### src/source/decodePkg.sv
package decodePkg;

    localparam int dataWidth = 16; // matches DATA_W at the top

    // 4-bit opcode map
    typedef enum logic [3:0] {
        opAdd    = 4'h0,
        opSub    = 4'h1,
        opXor    = 4'h2,
        opRed    = 4'h3,
        opSll    = 4'h4,
        opSra    = 4'h5,
        opRor    = 4'h6,
        opPaddsb = 4'h7,
        opLw     = 4'h8,
        opSw     = 4'h9,
        opLlb    = 4'hA,
        opLhb    = 4'hB,
        opB      = 4'hC, // pc relative
        opBr     = 4'hD, // register target
        opPcs    = 4'hE,
        opHlt    = 4'hF
    } opcodeE;

    // branch condition, instr[11:9]
    typedef enum logic [2:0] {
        condNe, condEq, condGt, condLt, condGte, condLte, condOv, condAlways
    } condE;

    typedef struct packed {
        logic zero;
        logic overflow;
        logic neg;
    } flagsT;

    // instruction as four nibbles
    typedef struct packed {
        opcodeE     opcode;
        logic [3:0] fieldA; // dst, or cond for branches
        logic [3:0] fieldB;
        logic [3:0] fieldC;
    } instrFieldsT;

    typedef struct packed {
        logic [dataWidth-1:0] instr;
        logic [dataWidth-1:0] pc;
    } ifIdT;

    typedef struct packed {
        logic regDst, aluSrc, memToReg, regWrite, memEnable;
        logic memWrite, memHalf, branch, branchReg, pcSwitch;
    } ctrlT;

    typedef struct packed {
        logic   pcSwitch;
        logic   aluSrc;
        logic   regDst;
        opcodeE opcode;
    } exCtrlT;

    typedef struct packed { logic memEnable; logic memWrite; } memCtrlT;
    typedef struct packed { logic memToReg;  logic regWrite; } wbCtrlT;

    // what execute gets
    typedef struct packed {
        logic [dataWidth-1:0] pc;
        logic [dataWidth-1:0] src1Data;
        logic [dataWidth-1:0] src2Data;
        logic [3:0]           src1, src2, dst;
        logic [dataWidth-1:0] imm;
        exCtrlT               exCtrl;
        memCtrlT              memCtrl;
        wbCtrlT               wbCtrl;
    } idExT;

    typedef struct packed { logic take; logic [dataWidth-1:0] target; } redirectT;

    typedef struct packed {
        logic                 en;
        logic [3:0]           addr;
        logic [dataWidth-1:0] data;
    } regWriteT;

endpackage

### src/source/branchUnit.sv
`timescale 1ns/10ps

module branchUnit import decodePkg::*; #(
    parameter int DATA_W = 16
) (
    input  condE              cond,
    input  flagsT             flags,
    input  logic              branch,
    input  logic              branchReg,
    input  logic [8:0]        offset,    // word offset for B
    input  logic [DATA_W-1:0] regTarget, // forwarded rs for BR
    input  logic [DATA_W-1:0] pc,
    output redirectT          redirect
);

    logic              condMet;
    logic [DATA_W-1:0] offsetExt;
    logic [DATA_W-1:0] relTarget;

    // condition table against execute flags
    always_comb begin
        unique case (cond)
            condNe:     condMet = !flags.zero;
            condEq:     condMet = flags.zero;
            condGt:     condMet = !flags.zero && !flags.neg;
            condLt:     condMet = flags.neg;
            condGte:    condMet = flags.zero || !flags.neg;
            condLte:    condMet = flags.zero || flags.neg;
            condOv:     condMet = flags.overflow;
            condAlways: condMet = 1'b1;
        endcase
    end

    // sign extend, then doubled
    assign offsetExt = {{(DATA_W-10){offset[8]}}, offset, 1'b0};
    assign relTarget = pc + DATA_W'(2) + offsetExt; // relative to next pc

    assign redirect.take   = branch && condMet;
    assign redirect.target = branchReg ? regTarget : relTarget;

endmodule

### src/source/controlUnit.sv
`timescale 1ns/10ps

module controlUnit import decodePkg::*; (
    input  opcodeE opcode,
    output ctrlT   ctrl
);

    always_comb begin
        ctrl          = '0;
        ctrl.regWrite = 1'b1; // most ops write back
        unique case (opcode)
            // register form alu ops
            opAdd, opSub, opXor, opRed, opPaddsb: begin
                ctrl.regDst = 1'b1;
            end
            // shifts take the amount from field C
            opSll, opSra, opRor: begin
                ctrl.regDst = 1'b1;
                ctrl.aluSrc = 1'b1;
            end
            opLw: begin
                ctrl.aluSrc    = 1'b1; // base + offset
                ctrl.memEnable = 1'b1;
                ctrl.memToReg  = 1'b1;
            end
            opSw: begin
                ctrl.aluSrc   = 1'b1;
                ctrl.memWrite = 1'b1;
                ctrl.regWrite = 1'b0;
            end
            opLlb, opLhb: begin
                ctrl.memHalf = 1'b1; // byte immediate into half of rd
            end
            opB: begin
                ctrl.branch   = 1'b1;
                ctrl.regWrite = 1'b0;
            end
            opBr: begin
                ctrl.branch    = 1'b1;
                ctrl.branchReg = 1'b1;
                ctrl.regWrite  = 1'b0;
            end
            opPcs: begin
                ctrl.pcSwitch = 1'b1; // rd gets pc+2
            end
            opHlt: begin
                ctrl.regWrite = 1'b0;
            end
        endcase
    end

endmodule

### src/source/decodeStage.sv
`timescale 1ns/10ps

module decodeStage import decodePkg::*; #(
    parameter int DATA_W = 16
) (
    input  logic              clk,
    input  logic              rstN,
    input  logic              inValid,  // IF/ID holds an instruction
    output logic              inReady,
    input  ifIdT              ifId,
    input  regWriteT          regWr,
    input  logic [3:0]        exDst,
    input  logic [DATA_W-1:0] exResult,
    input  logic              exWrite,
    input  flagsT             flags,
    output redirectT          redirect,
    output logic              outValid,
    input  logic              outReady, // ID/EX can take it
    output idExT              idEx
);

    instrFieldsT       fields;
    ctrlT              ctrl;
    logic [3:0]        src1, src2;
    logic [DATA_W-1:0] rfData1, src1Data, src2Data;
    logic [DATA_W-1:0] imm;
    logic              fwdHit;
    redirectT          brRedirect;

    assign fields = instrFieldsT'(ifId.instr);

    controlUnit ctrlUnit0 (.opcode(fields.opcode), .ctrl(ctrl));

    // rs: LLB/LHB modify rd in place
    assign src1 = ctrl.memHalf ? fields.fieldA : fields.fieldB;
    // rt: SW stores rd, register form uses C
    assign src2 = ctrl.memWrite ? fields.fieldA :
                  (ctrl.regDst ? fields.fieldC : fields.fieldB);

    registerFile #(.DATA_W(DATA_W)) regFile0 (
        .clk(clk), .rstN(rstN),
        .rdAddr1(src1), .rdAddr2(src2),
        .rdData1(rfData1), .rdData2(src2Data),
        .wr(regWr)
    );

    // EX to ID forward on rs only, r0 never forwarded
    assign fwdHit   = exWrite && (exDst != 4'd0) && (exDst == src1);
    assign src1Data = fwdHit ? exResult : rfData1;

    always_comb begin
        if (ctrl.memEnable || ctrl.memWrite) begin
            imm = {{(DATA_W-5){fields.fieldC[3]}}, fields.fieldC, 1'b0}; // halfword offset
        end else if (ctrl.memHalf) begin
            imm = {{(DATA_W-8){1'b0}}, fields.fieldB, fields.fieldC};    // low byte
        end else begin
            imm = {{(DATA_W-4){fields.fieldC[3]}}, fields.fieldC};
        end
    end

    branchUnit #(.DATA_W(DATA_W)) brUnit0 (
        .cond(condE'(fields.fieldA[3:1])), .flags(flags),
        .branch(ctrl.branch), .branchReg(ctrl.branchReg),
        .offset(ifId.instr[8:0]), .regTarget(src1Data), .pc(ifId.pc),
        .redirect(brRedirect)
    );

    // no redirect from a stale IF/ID entry
    assign redirect.take   = brRedirect.take && inValid;
    assign redirect.target = brRedirect.target;

    // combinational stage, handshake goes straight through
    assign outValid = inValid;
    assign inReady  = outReady;

    always_comb begin
        idEx          = '0;
        idEx.pc       = ifId.pc;
        idEx.src1Data = src1Data;
        idEx.src2Data = src2Data;
        idEx.src1     = src1;
        idEx.src2     = src2;
        idEx.dst      = fields.fieldA; // always field A
        idEx.imm      = imm;
        idEx.exCtrl   = '{pcSwitch: ctrl.pcSwitch, aluSrc: ctrl.aluSrc,
                          regDst: ctrl.regDst, opcode: fields.opcode};
        idEx.memCtrl  = '{memEnable: ctrl.memEnable, memWrite: ctrl.memWrite};
        idEx.wbCtrl   = '{memToReg: ctrl.memToReg, regWrite: ctrl.regWrite};
    end

endmodule

### src/source/decodeTop.sv
`timescale 1ns/10ps

module decodeTop import decodePkg::*; #(
    parameter int DATA_W = 16
) (
    input  logic              clk,
    input  logic              rstN,
    input  logic              inValid,
    output logic              inReady,
    input  ifIdT              inPacket,
    input  regWriteT          regWr,    // writeback port
    input  logic [3:0]        exDst,
    input  logic [DATA_W-1:0] exResult,
    input  logic              exWrite,
    input  flagsT             flags,
    output redirectT          redirect, // back to fetch
    output logic              outValid,
    input  logic              outReady,
    output idExT              outPacket
);

    logic ifIdValid, ifIdReady;
    ifIdT ifIdPacket;
    logic idValid, idReady;
    idExT idPacket;

    pipeReg #(.PAYLOAD_T(ifIdT)) ifIdReg (
        .clk(clk), .rstN(rstN),
        .inValid(inValid), .inReady(inReady), .inData(inPacket),
        .outValid(ifIdValid), .outReady(ifIdReady), .outData(ifIdPacket)
    );

    decodeStage #(.DATA_W(DATA_W)) decode0 (
        .clk(clk), .rstN(rstN),
        .inValid(ifIdValid), .inReady(ifIdReady), .ifId(ifIdPacket),
        .regWr(regWr), .exDst(exDst), .exResult(exResult), .exWrite(exWrite),
        .flags(flags), .redirect(redirect),
        .outValid(idValid), .outReady(idReady), .idEx(idPacket)
    );

    pipeReg #(.PAYLOAD_T(idExT)) idExReg (
        .clk(clk), .rstN(rstN),
        .inValid(idValid), .inReady(idReady), .inData(idPacket),
        .outValid(outValid), .outReady(outReady), .outData(outPacket)
    );

endmodule

### src/source/pipeReg.sv
`timescale 1ns/10ps

// one-entry valid/ready stage, full throughput
module pipeReg #(
    parameter type PAYLOAD_T = logic [31:0]
) (
    input  logic     clk,
    input  logic     rstN,
    input  logic     inValid,
    output logic     inReady,
    input  PAYLOAD_T inData,
    output logic     outValid,
    input  logic     outReady,
    output PAYLOAD_T outData
);

    // free slot, or the current entry leaves this edge
    assign inReady = !outValid || outReady;

    always_ff @(posedge clk) begin
        if (!rstN) begin
            outValid <= 1'b0;
        end else if (inReady) begin
            outValid <= inValid; // refill or drain
        end
    end

    // payload only moves on a real transfer
    always_ff @(posedge clk) begin
        if (inReady && inValid) begin
            outData <= inData;
        end
    end

endmodule

### src/source/registerFile.sv
`timescale 1ns/10ps

module registerFile import decodePkg::*; #(
    parameter int DATA_W = 16
) (
    input  logic              clk,
    input  logic              rstN,
    input  logic [3:0]        rdAddr1,
    input  logic [3:0]        rdAddr2,
    output logic [DATA_W-1:0] rdData1,
    output logic [DATA_W-1:0] rdData2,
    input  regWriteT          wr
);

    localparam int numRegs = 16;

    logic [DATA_W-1:0] regs [numRegs];
    logic              wrLive; // a write that actually lands
    logic              hit1, hit2;

    assign wrLive = wr.en && (wr.addr != 4'd0); // r0 stays zero

    always_ff @(posedge clk) begin
        if (!rstN) begin
            for (int i = 0; i < numRegs; i++) begin
                regs[i] <= '0;
            end
        end else if (wrLive) begin
            regs[wr.addr] <= wr.data;
        end
    end

    // same-cycle bypass so decode sees writeback data
    assign hit1 = wrLive && (wr.addr == rdAddr1);
    assign hit2 = wrLive && (wr.addr == rdAddr2);

    assign rdData1 = (rdAddr1 == 4'd0) ? '0 : (hit1 ? wr.data : regs[rdAddr1]);
    assign rdData2 = (rdAddr2 == 4'd0) ? '0 : (hit2 ? wr.data : regs[rdAddr2]);

endmodule

### config.mk
export PLATFORM = sky130hd
export DESIGN_NAME = decodeTop
export DESIGN_NICKNAME = d
export VERILOG_FILES = /design/src/source/decodePkg.sv /design/src/source/branchUnit.sv /design/src/source/controlUnit.sv /design/src/source/decodeStage.sv /design/src/source/decodeTop.sv /design/src/source/pipeReg.sv /design/src/source/registerFile.sv
export SDC_FILE = /design/constraint.sdc
export NUM_CORES = 1
export LEC_CHECK = 0
export BUFFER_PORTS_ARGS = -buffer_cell sky130_fd_sc_hd__buf_2
export CAP_MARGIN = 5
export CORE_MARGIN = 2
export CORE_UTILIZATION = 50
export DETAILED_ROUTE_END_ITERATION = 10
export PLACE_DENSITY = 0.78
export SYNTH_ARGS = -nofsm -noshare
export SYNTH_HDL_FRONTEND = slang
export SYNTH_SLANG_ARGS = --single-unit
export TNS_END_PERCENT = 30
### constraint.sdc
create_clock -name clk -period 5.4 [get_ports clk]
set_input_delay 1.35 -clock clk [delete_from_list [all_inputs] [get_ports clk]]
set_output_delay 1.35 -clock clk [all_outputs]
set_load 0.01 [all_outputs]
==> results.yml, run 1 <==
status:
  outcome: "finished, final reports clean"
timing:
  finalHoldViolCount: 0
  drv_slew: 0
  period_needed_ns: 5.299
  slew_headroom: 0.08907
  rsz0062_at_grt: "true"
  finClkSkew_ns: 0.03014
  period_share: 0.9813
  setup_viol: 0
  whs_ns: 0.4646
  worst_pin_slew_ns: 1.361
  fmax_mhz: 188.7
setup_path:
  worstRegToRegCells: 9
  timing.rr.start: "ifIdReg.outData[29]"
  cp-end-kind: "output port"
  required_ns: 4.05
  crit_path_max_fanout: 47
  r2r_end: "idExReg.outData[43]"
  critical_path_class: "flip-flop to output port"
  critPathArrivalTime_ns: 3.95
  crit_path_start_kind: "flip-flop"
  r2r_setup_slack_ns: 1.47
synth:
  yosys_warnings: 0
  ys_types: 70
  synth_seq_cells: 369
  synth_cells: 1853
  synth_area_mm2: 0.01986
  synthArstFlopShare: 0
  synth_seq_area_share: 0.5571
  synth_flop_cell: "edfxtp_1"
  yosysTopAreaCell: "edfxtp_1"
  synth_edf_count: 367
  synth_area_per_cell_um2: 10.72
  yosysTopAreaCellShare: 0.5550
  synth.area.top_cells: "edfxtp_1, and2_1, nand2_1"
drt:
  wl_per_cell_um: 23.49
  wirelength_um: 59830
  first_iter_violations: 2036
  via_count: 15800
  vias_per_cell: 6.201
  drc: 0
  drtPass1Iterations: 6
  ant_nets: 0
hold_path:
  min_from: "ifIdReg.outData[2]"
  hold_path_depth: 0
  hp-class: "flip-flop to flip-flop"
  holdPathEnd: "idExReg.outData[73]"
layout:
  multi_input_area_mm2: 0.008099
  nets: 2109
  seqCellArea_mm2: 0.01106
  num-fill-cells: 3070
  utilization: 0.5790
  area_growth_pct: 13.49
  drive_gt1_frac: 0.1691
global_route:
  grt_util_all_layers: 0.2848
  antenna_found_initial: 2
  grt_pass1_wl_um: 89890
  grt_max_degree: 108
  grt_overflow: 0
  grt_pass1_vias: 15380
floorplanning:
  std_cell_rows: 72
  fp.dieW_um: 203.3
  start_util: 0.5102
  pin_count: 187
  die_h_um: 203.3
  core_mm2: 0.03892
  dieArea_mm2: 0.04132
cts:
  path_clk_slew_ns: 0.07
  cts_max_level: 2
  cts_hold_buf: 0
  cts_buffer_depth: 3
  post-cts-setup-buffers: 0
  clock_sinks: 369
  cts_tree: "done"
  clock-root-buffer: "clkbuf_16"
  clkLatencyLatePin_ns: 0.56
  cts_buffers: 37
power:
  switching_share: 0.2783
  p_leak_nw: 8.780
  irDropWorstVdd_v: 0.0001927
  p_seq_frac: 0.478
  p_sw_w: 0.002003
  comb_power_share: 0.169
  power_density_mw_per_mm2: 319.5
  clock_power_share: 0.354
  power_w: 0.007199
  internal_power_w: 0.005196
flow_run:
  timing.max_cap.violations: 0
place:
  gp_congestion: 0.8906
  hpwl_um: 39300
  port_buffers: 186
-- layout make-up --
| type | count | area share |
|---|---|---|
| Clock buffer | 46 | 0.04259 |
| Timing Repair Buffer | 245 | 0.06352 |
| Sequential cell | 369 | 0.4908 |
| Multi-Input combinational cell | 1318 | 0.3594 |
| Inverter | 29 | 0.005164 |
| Tap cell | 518 | 0.02876 |
| Antenna cell | 1 | 0.0001110 |
| Clock inverter | 21 | 0.009606 |
-- worst max-delay path, stage by stage, from the launching register on --
cell      delay [ns]
edfxtp_1        0.53
and4b_2         0.41
a21oi_4         0.22
buf_6           0.42
xnor2_1         0.17
nor4_4          0.56
o21a_1          0.30
buf_4           0.24
a221o_1         0.23
mux2_2          0.17
buf_2           0.12
-- power groups by stage --
stage               sequential, W  clock, W  combinational (W)
global route              0.00346   0.00266            0.00130
detailed placement        0.00350         0            0.00117
global placement          0.00349         0            0.00114
floorplan                 0.00349         0           0.000733
finish                    0.00344   0.00255            0.00121
CTS                       0.00344   0.00255            0.00118
-- per-layer routing --
metal / part of all wire / up-vias / GRT usage
met2: 0.48 / 1114 / 0.4801
met3: 0.11 / 202 / 0.05066
met5: 0.00013 / - / 0
met4: 0.045 / 2 / 0.1348
li1: - / 6992 / -
met1: 0.36 / 7485 / 0.3571
-- flip-flops by register name, summed over array words and instances (netlist names) --
| name | count |
|---|---|
| ifIdReg.outValid | 1 |
| idExReg.outData | 79 |
| idExReg.outValid | 1 |
| ifIdReg.outData | 32 |
| decode0.regFile0.regs | 256 |
-- Yosys cell counts (6+ instances only) --
master     number
a211o_1         8
a211oi_1       20
a21o_1         20
a21oi_1        76
a221o_1         6
a22oi_1        13
a311oi_1       32
a31oi_1        17
and2_1        245
and3_1         26
buf_1          12
buf_2          28
buf_4          15
buf_6           6
clkbuf_1       90
edfxtp_1      367
ha_1           27
inv_1          24
mux2_2          7
mux2i_1        75
mux4_2         10
nand2_1       361
nand2b_1        9
nand3_1        92
nor2_1         44
nor3_1         18
nor4_1         19
o2111ai_1       6
o211ai_1        7
o21ai_0        32
o21ai_1         6
o22ai_1        35
o31ai_1        13
xnor2_1        14
xor2_1          7
-- kinds of logic after synthesis --
group | after synthesis | synth area share
fa+ha+maj | 28 | 0.01802
other cells | 1 | 0.0001889
simple gates | 841 | 0.2090
flops | 369 | 0.5571
buf+inv | 181 | 0.04115
mux | 97 | 0.05835
compound gates | 315 | 0.1069
xor+xnor | 21 | 0.009264
-- layout by cell type, fill, tap and decap left out, drive strengths merged, types with 26 or more instances in the layout --
master,count
o21ai,39
nor2,44
edfxtp,367
a21oi,78
clkbuf,46
ha,27
o22ai,35
buf,245
nand2,361
and3,26
nand3,92
and2,245
a311oi,32
mux2i,80
inv,30
-- worst max path at each step --
stage	startpoint	end	slack, ns
detailed placement	regWr[17]	redirect[15]	0.49
CTS	ifIdReg.outData[29]	redirect[15]	0.02
global placement	regWr[17]	redirect[15]	0.52
floorplan	regWr[17]	redirect[0]	0.95
finish	ifIdReg.outData[29]	redirect[15]	0.10
global route	ifIdReg.outData[29]	redirect[3]	-0.03
-- metrics by stage --
step / TNS (ns) / cells / instance area (um2) / worst slack (ns)
after floorplan: 0 / 1868 / 19910 / 0.9453
after global placement: 0 / 2479 / 21320 / 0.5199
after detailed placement: 0 / 2479 / 21320 / 0.4892
after CTS: 0 / 2546 / 22500 / 0.02059
after global routing: -0.04509 / 2547 / 22530 / -0.02901
final: 0 / 2547 / 22530 / 0.1010
-- what timing repair did --
action / CTS / global route
pin swaps: 0 / 1
gates cloned: 0 / 0
setup endpoints to repair: 1 / 16
resized for setup: 2 / 9
Note: power is estimated with default switching activity, not from simulation.
==> run 2: changes to the inputs <==
--- a/config.mk
+++ b/config.mk
@@ -7,10 +7,10 @@
 export LEC_CHECK = 0
 export BUFFER_PORTS_ARGS = -buffer_cell sky130_fd_sc_hd__buf_2
 export CAP_MARGIN = 5
-export CORE_MARGIN = 2
+export CORE_MARGIN = 10
 export CORE_UTILIZATION = 50
 export DETAILED_ROUTE_END_ITERATION = 10
-export PLACE_DENSITY = 0.78
+export PLACE_DENSITY = 0.77
 export SYNTH_ARGS = -nofsm -noshare
 export SYNTH_HDL_FRONTEND = slang
 export SYNTH_SLANG_ARGS = --single-unit
==> run 2 against run 1 <==
Effect of this change:
- combinational power about the same
- non-clock buffer count increased by 8
- clock power increased by 4%
- critical endpoint unchanged
- maximum frequency decreased by 0.24%
==> results.yml, run 2 (synthesis gave the netlist of run 1 again) <==
cts:
  clkLatencyLatePin_ns: 0.55
  cts_max_level: 2
  cts_tree: "done"
  cts_hold_buf: 0
  clock_sinks: 369
  cts_buffers: 37
  cts_buffer_depth: 3
  path_clk_slew_ns: 0.07
  clock-root-buffer: "clkbuf_16"
layout:
  final_area_mm2: 0.02266
  nets: 2117
  drive_gt1_frac: 0.1722
  top_regs: "decode0.regFile0.regs x256, idExReg.outData x79, ifIdReg.outData x32"
  layout_common_cells: "edfxtp_1, nand2_1, and2_1"
  final_common_cell: "edfxtp_1"
  largest_reg_flops: 256
  fin_cells: 2552
  area_growth_pct: 14.15
  regMostFlops: "decode0.regFile0.regs"
global_route:
  grt_pass1_vias: 15540
  grt_overflow: 0
  grt_pass1_wl_um: 93260
  grt_max_degree: 156
  grt_util_all_layers: 0.2521
  met3_usage: 0.04030
  grtUsageMet2: 0.4270
  busiest_layer: "met2"
  antenna_found_initial: 2
  globalRouteMet1Util: 0.3146
setup_path:
  crit_path_top_delay_cell: "a311oi_1"
  required_ns: 4.05
  cpPeakStageDelay_ns: 0.62
  crit_path_max_fanout: 46
  crit_path_start_kind: "flip-flop"
  r2r_end: "idExReg.outData[40]"
  critPathArrivalTime_ns: 3.96
  worstRegToRegCells: 11
  cp_top_family: "compound AO/OA/AOI/OAI gates"
  cp.buffers_inverters: 2
  cp-end-kind: "output port"
  r2r_setup_slack_ns: 1.72
  crit_chain: "and3b_2, mux2i_4, buf_12, nand3_1, a311oi_1, a2111oi_1, a221o_1, mux2_2, buf_2"
  critical_path_class: "flip-flop to output port"
  timing.rr.start: "ifIdReg.outData[31]"
place:
  place_area_mm2: 0.02137
  placed_cells: 2484
  gp_congestion: 0.9517
  hpwl_um: 41550
  port_buffers: 186
timing:
  finClkSkew_ns: 0.01721
  drv_slew: 0
  worst_pin_slew_ns: 1.261
  tns_ns: 0
  setup_viol: 0
  period_needed_ns: 5.312
  period_share: 0.9837
  slew_headroom: 0.1563
  finalHoldViolCount: 0
  rsz0062_at_grt: "true"
  fmax_mhz: 188.3
floorplanning:
  std_cell_rows: 72
  pin_count: 187
  die_h_um: 219.3
  core_mm2: 0.03892
  start_util: 0.5102
  fp.dieW_um: 219.3
  dieArea_mm2: 0.04808
drt:
  wl_per_cell_um: 24.43
  drc: 0
  via_count: 15990
  vias_per_cell: 6.265
  wirelength_um: 62340
  drtPass1Iterations: 8
  first_iter_violations: 1951
  ant_nets: 0
power:
  p_seq_frac: 0.470
  p_sw_w: 0.001996
  clock_power_share: 0.362
  power_w: 0.007329
  switching_share: 0.2724
  internal_power_w: 0.005333
  p_leak_nw: 8.856
  comb_power_share: 0.168
  power_density_mw_per_mm2: 323.4
  irDropWorstVdd_v: 0.0001849
hold_path:
  holdPathEnd: "idExReg.outData[72]"
  hold_path_depth: 0
  hp-class: "flip-flop to flip-flop"
  min_from: "ifIdReg.outData[1]"
flow_run:
  timing.max_cap.violations: 0
status:
  outcome: "finished, final reports clean"
run 2: what timing repair did:
action	CTS	global route
setup buffers	1	2
endpoints found under the hold margin	0	0
resized for setup	5	10
gates cloned	0	0
setup endpoints to repair	16	16
pin swaps	0	2
run 2: power groups by stage:
| stage | combinational [W] | sequential (W) | clock (W) |
|---|---|---|---|
| 6_report | 0.00123 | 0.00344 | 0.00266 |
| 5_1_grt | 0.00131 | 0.00346 | 0.00278 |
| 4_1_cts | 0.00120 | 0.00344 | 0.00267 |
| 3_5_place_dp | 0.00118 | 0.00350 | 0 |
| 3_3_place_gp | 0.00116 | 0.00349 | 0 |
| 2_1_floorplan | 0.000733 | 0.00349 | 0 |
run 2: through the flow:
stage | utilization | hold WS (ns) | setup slack, ns
global route | 0.5824 | 0.4626 | -0.01896
CTS | 0.5809 | 0.4590 | 0.007757
finish | 0.5824 | 0.4599 | 0.08809
global placement | 0.5492 | 0.4379 | 0.5273
detailed placement | 0.5492 | 0.4427 | 0.2927
floorplan | - | 0.4206 | 0.9453
run 2: metal layers:
| metal | wire length [um] | share of wire | vias up |
|---|---|---|---|
| met5 | 13 | 0.00021 | - |
| met3 | 6995 | 0.11 | 193 |
| li1 | - | - | 7012 |
| met1 | 22700 | 0.36 | 7671 |
| met2 | 30020 | 0.48 | 1110 |
| met4 | 2606 | 0.042 | 2 |
run 2: worst register-to-register path: cells and delay by family, from the launching register on:
kind | cells | cell delay, ns
flip-flops | 1 | 0.51
AND/OR/NAND/NOR | 4 | 1.23
AO/OA/AOI/OAI | 3 | 0.92
buffers and inverters | 3 | 0.50
multiplexers | 1 | 0.28
run 2: how the worst max path moves through the flow:
| stage | slack [ns] | cells after the start | startpoint | to |
|---|---|---|---|---|
| floorplan | 0.95 | 9 | regWr[17] | redirect[0] |
| global placement | 0.53 | 10 | ifIdReg.outData[29] | redirect[15] |
| detailed placement | 0.29 | 10 | ifIdReg.outData[29] | redirect[2] |
| CTS | 0.008 | 11 | ifIdReg.outData[31] | redirect[1] |
| global route | -0.02 | 11 | ifIdReg.outData[29] | redirect[13] |
| finish | 0.09 | 9 | ifIdReg.outData[29] | redirect[15] |
run 2: area by class of cell:
class	count	area [um2]
clock inverter	19	220.2
tap	518	648.1
sequential	369	11060
fill	3066	16250
clock buffer	45	998.5
timing repair buffer	253	1508
multi-input combinational	1318	8113
antenna	1	2.502
inverter	29	113.9
==> run 3: changes to the inputs <==
--- a/config.mk
+++ b/config.mk
@@ -10,6 +10,7 @@
 export CORE_MARGIN = 10
 export CORE_UTILIZATION = 50
 export DETAILED_ROUTE_END_ITERATION = 10
+export HOLD_SLACK_MARGIN = 0.02
 export PLACE_DENSITY = 0.77
 export SYNTH_ARGS = -nofsm -noshare
 export SYNTH_HDL_FRONTEND = slang
==> constraint.sdc (replaced) <==
create_clock -name clk -period 4.31 [get_ports clk]
set_input_delay 1.0775 -clock clk [delete_from_list [all_inputs] [get_ports clk]]
set_output_delay 1.0775 -clock clk [all_outputs]
set_load 0.01 [all_outputs]
==> run 3 against run 2 <==
Effect of this change:
- the flow now finishes with violations (setup timing)
- setup slack worse by 0.37 ns
- utilization is 3.9 points higher
- via count is 4.3% higher
- first-iteration DRC count rose by 32%
- power increased by 33%
- hold slack worse by 0.0042 ns
- combinational power is 48% higher
- clock power up 37%
- critical endpoint is now redirect[14]
- largest power group unchanged
==> results.yml, run 3 (synthesis gave the netlist of run 1 again) <==
status:
  outcome: "finished, violations left"
  violations: "setup timing"
setup_path:
  required_ns: 3.23
  crit_chain: "nand3b_1, a21oi_4, inv_8, a211o_1, a21oi_4, o21ai_4, or2_4, buf_12, or3_1, o211ai_1, buf_2"
  crit_path_start_kind: "flip-flop"
  cpMostUsedCell: "a21oi_4"
  worstRegToRegCells: 10
  critPathArrivalTime_ns: 3.51
  crit_path_max_fanout: 11
  crit_path_top_delay_cell: "edfxtp_1"
  cp-end-kind: "output port"
  critical_path_class: "flip-flop to output port"
  cpPeakStageDelay_ns: 0.43
drt:
  vias_per_cell: 6.287
  ant_nets: 0
  via_count: 16670
  drtPass1Iterations: 6
  wl_per_cell_um: 25.82
  drc: 0
  wirelength_um: 68460
  first_iter_violations: 2576
timing:
  finClkSkew_ns: 0.01421
  period_share: 1.064
  setup_viol: 16
  slew_headroom: 0.2033
  fin_ws_ns: -0.2774
  period_needed_ns: 4.587
  fmax_mhz: 218.0
  finalHoldViolCount: 0
  worst_pin_slew_ns: 1.195
  drv_slew: 0
  rsz0062_at_grt: "true"
global_route:
  grt_util_all_layers: 0.2701
  grt_overflow: 0
  antenna_found_initial: 3
  grt_pass1_vias: 16300
  grt_max_degree: 116
  grt_pass1_wl_um: 99130
cts:
  clkLatencyLatePin_ns: 0.55
  cts_hold_buf: 0
  cts_buffer_depth: 3
  cts_tree: "done"
  clock_sinks: 369
  cts_max_level: 2
  cts_buffers: 40
  clock-root-buffer: "clkbuf_16"
  path_clk_slew_ns: 0.07
power:
  p_sw_w: 0.002756
  power_w: 0.009769
  power_density_mw_per_mm2: 404.0
  p_leak_nw: 9.542
  internal_power_w: 0.007013
  irDropWorstVdd_v: 0.0002453
  comb_power_share: 0.187
  switching_share: 0.2821
  clock_power_share: 0.373
  p_seq_frac: 0.441
layout:
  num-fill-cells: 2945
  layout_common_cells: "edfxtp_1, nand2_1, and2_1"
  utilization: 0.6214
  largest_reg_flops: 256
  area_growth_pct: 21.80
  drive_gt1_frac: 0.2376
  nets: 2207
  final_common_cell: "edfxtp_1"
  top_regs: "decode0.regFile0.regs x256, idExReg.outData x79, ifIdReg.outData x32"
  seqCellArea_mm2: 0.01106
  multi_input_area_mm2: 0.008468
  regMostFlops: "decode0.regFile0.regs"
hold_path:
  hp-class: "flip-flop to flip-flop"
  hold_path_depth: 0
floorplanning:
  die_h_um: 219.3
  start_util: 0.5102
  dieArea_mm2: 0.04808
  fp.dieW_um: 219.3
  pin_count: 187
  std_cell_rows: 72
  core_mm2: 0.03892
place:
  port_buffers: 186
  gp_congestion: 0.9357
  hpwl_um: 43320
flow_run:
  timing.max_cap.violations: 0
[run 3: cell types whose count changed in the layout (fill, tap and decap cells not counted), sizes merged]
cell	previous run	this run
bufbuf	0	3
buf	253	329
clkinvlp	1	9
diode	1	4
clkbuf	45	48
bufinv	5	6
clkinv	12	14
inv	30	34
[run 3: cell type report]
class	count	share of cell area
clock inverter	32	0.01444
antenna	4	0.0004139
inverter	29	0.005019
clock buffer	42	0.04258
tap	518	0.02680
timing repair inverter	2	0.0005174
multi-input combinational	1318	0.3502
sequential	369	0.4574
timing repair buffer	338	0.1027
[run 3: routing by layer]
layer  wire, um  GRT usage
met4       4007     0.1397
met2      31970     0.4419
met5          0          0
met1      24190     0.3312
met3       8293    0.05846
[run 3: path summary, 6_finish.rpt]
kind,start,to,slack (ns)
setup reg to reg,ifIdReg.outData[30],idExReg.outData[40],0.27
setup / recovery,ifIdReg.outData[30],redirect[14],-0.28
hold reg to reg,ifIdReg.outData[1],idExReg.outData[72],0.46
hold / removal,ifIdReg.outData[1],idExReg.outData[72],0.46
[run 3: stage by stage]
stage,worst slack (ns),setup TNS (ns),cell area [um2],cells,hold WS (ns)
2_1_floorplan,0.4003,0,19910,1868,0.4206
3_3_place_gp,-0.003827,-0.003827,21740,2524,0.4365
3_5_place_dp,-0.01685,-0.02526,21740,2524,0.4375
4_1_cts,-0.1647,-1.857,23850,2632,0.4515
5_1_grt,-0.3528,-4.803,24180,2650,0.4779
6_report,-0.2774,-3.412,24180,2652,0.4557
[run 3: critical path: cells and delay by family, from the launching register on]
| kind | cells | cell delay [ns] |
|---|---|---|
| AOI/OAI and AO/OA | 5 | 1.15 |
| buffers and inverters | 3 | 0.46 |
| and+or+nand+nor | 3 | 0.91 |
| DFF | 1 | 0.43 |
[run 3: repair_timing]
action / in CTS / in global routing
buffers inserted: 30 / 10
endpoints found under the setup margin: 16 / 16
pin swaps: 33 / 14
cloned: 5 / 7
gates resized for setup: 76 / 22
[run 3: power by group through the flow]
stage | Clock [W] | Combinational, W | Sequential (W)
floorplan | 0 | 0.000918 | 0.00437
global placement | 0 | 0.00152 | 0.00436
detailed placement | 0 | 0.00155 | 0.00437
CTS | 0.00363 | 0.00171 | 0.00430
global route | 0.00379 | 0.00191 | 0.00433
finish | 0.00364 | 0.00182 | 0.00431
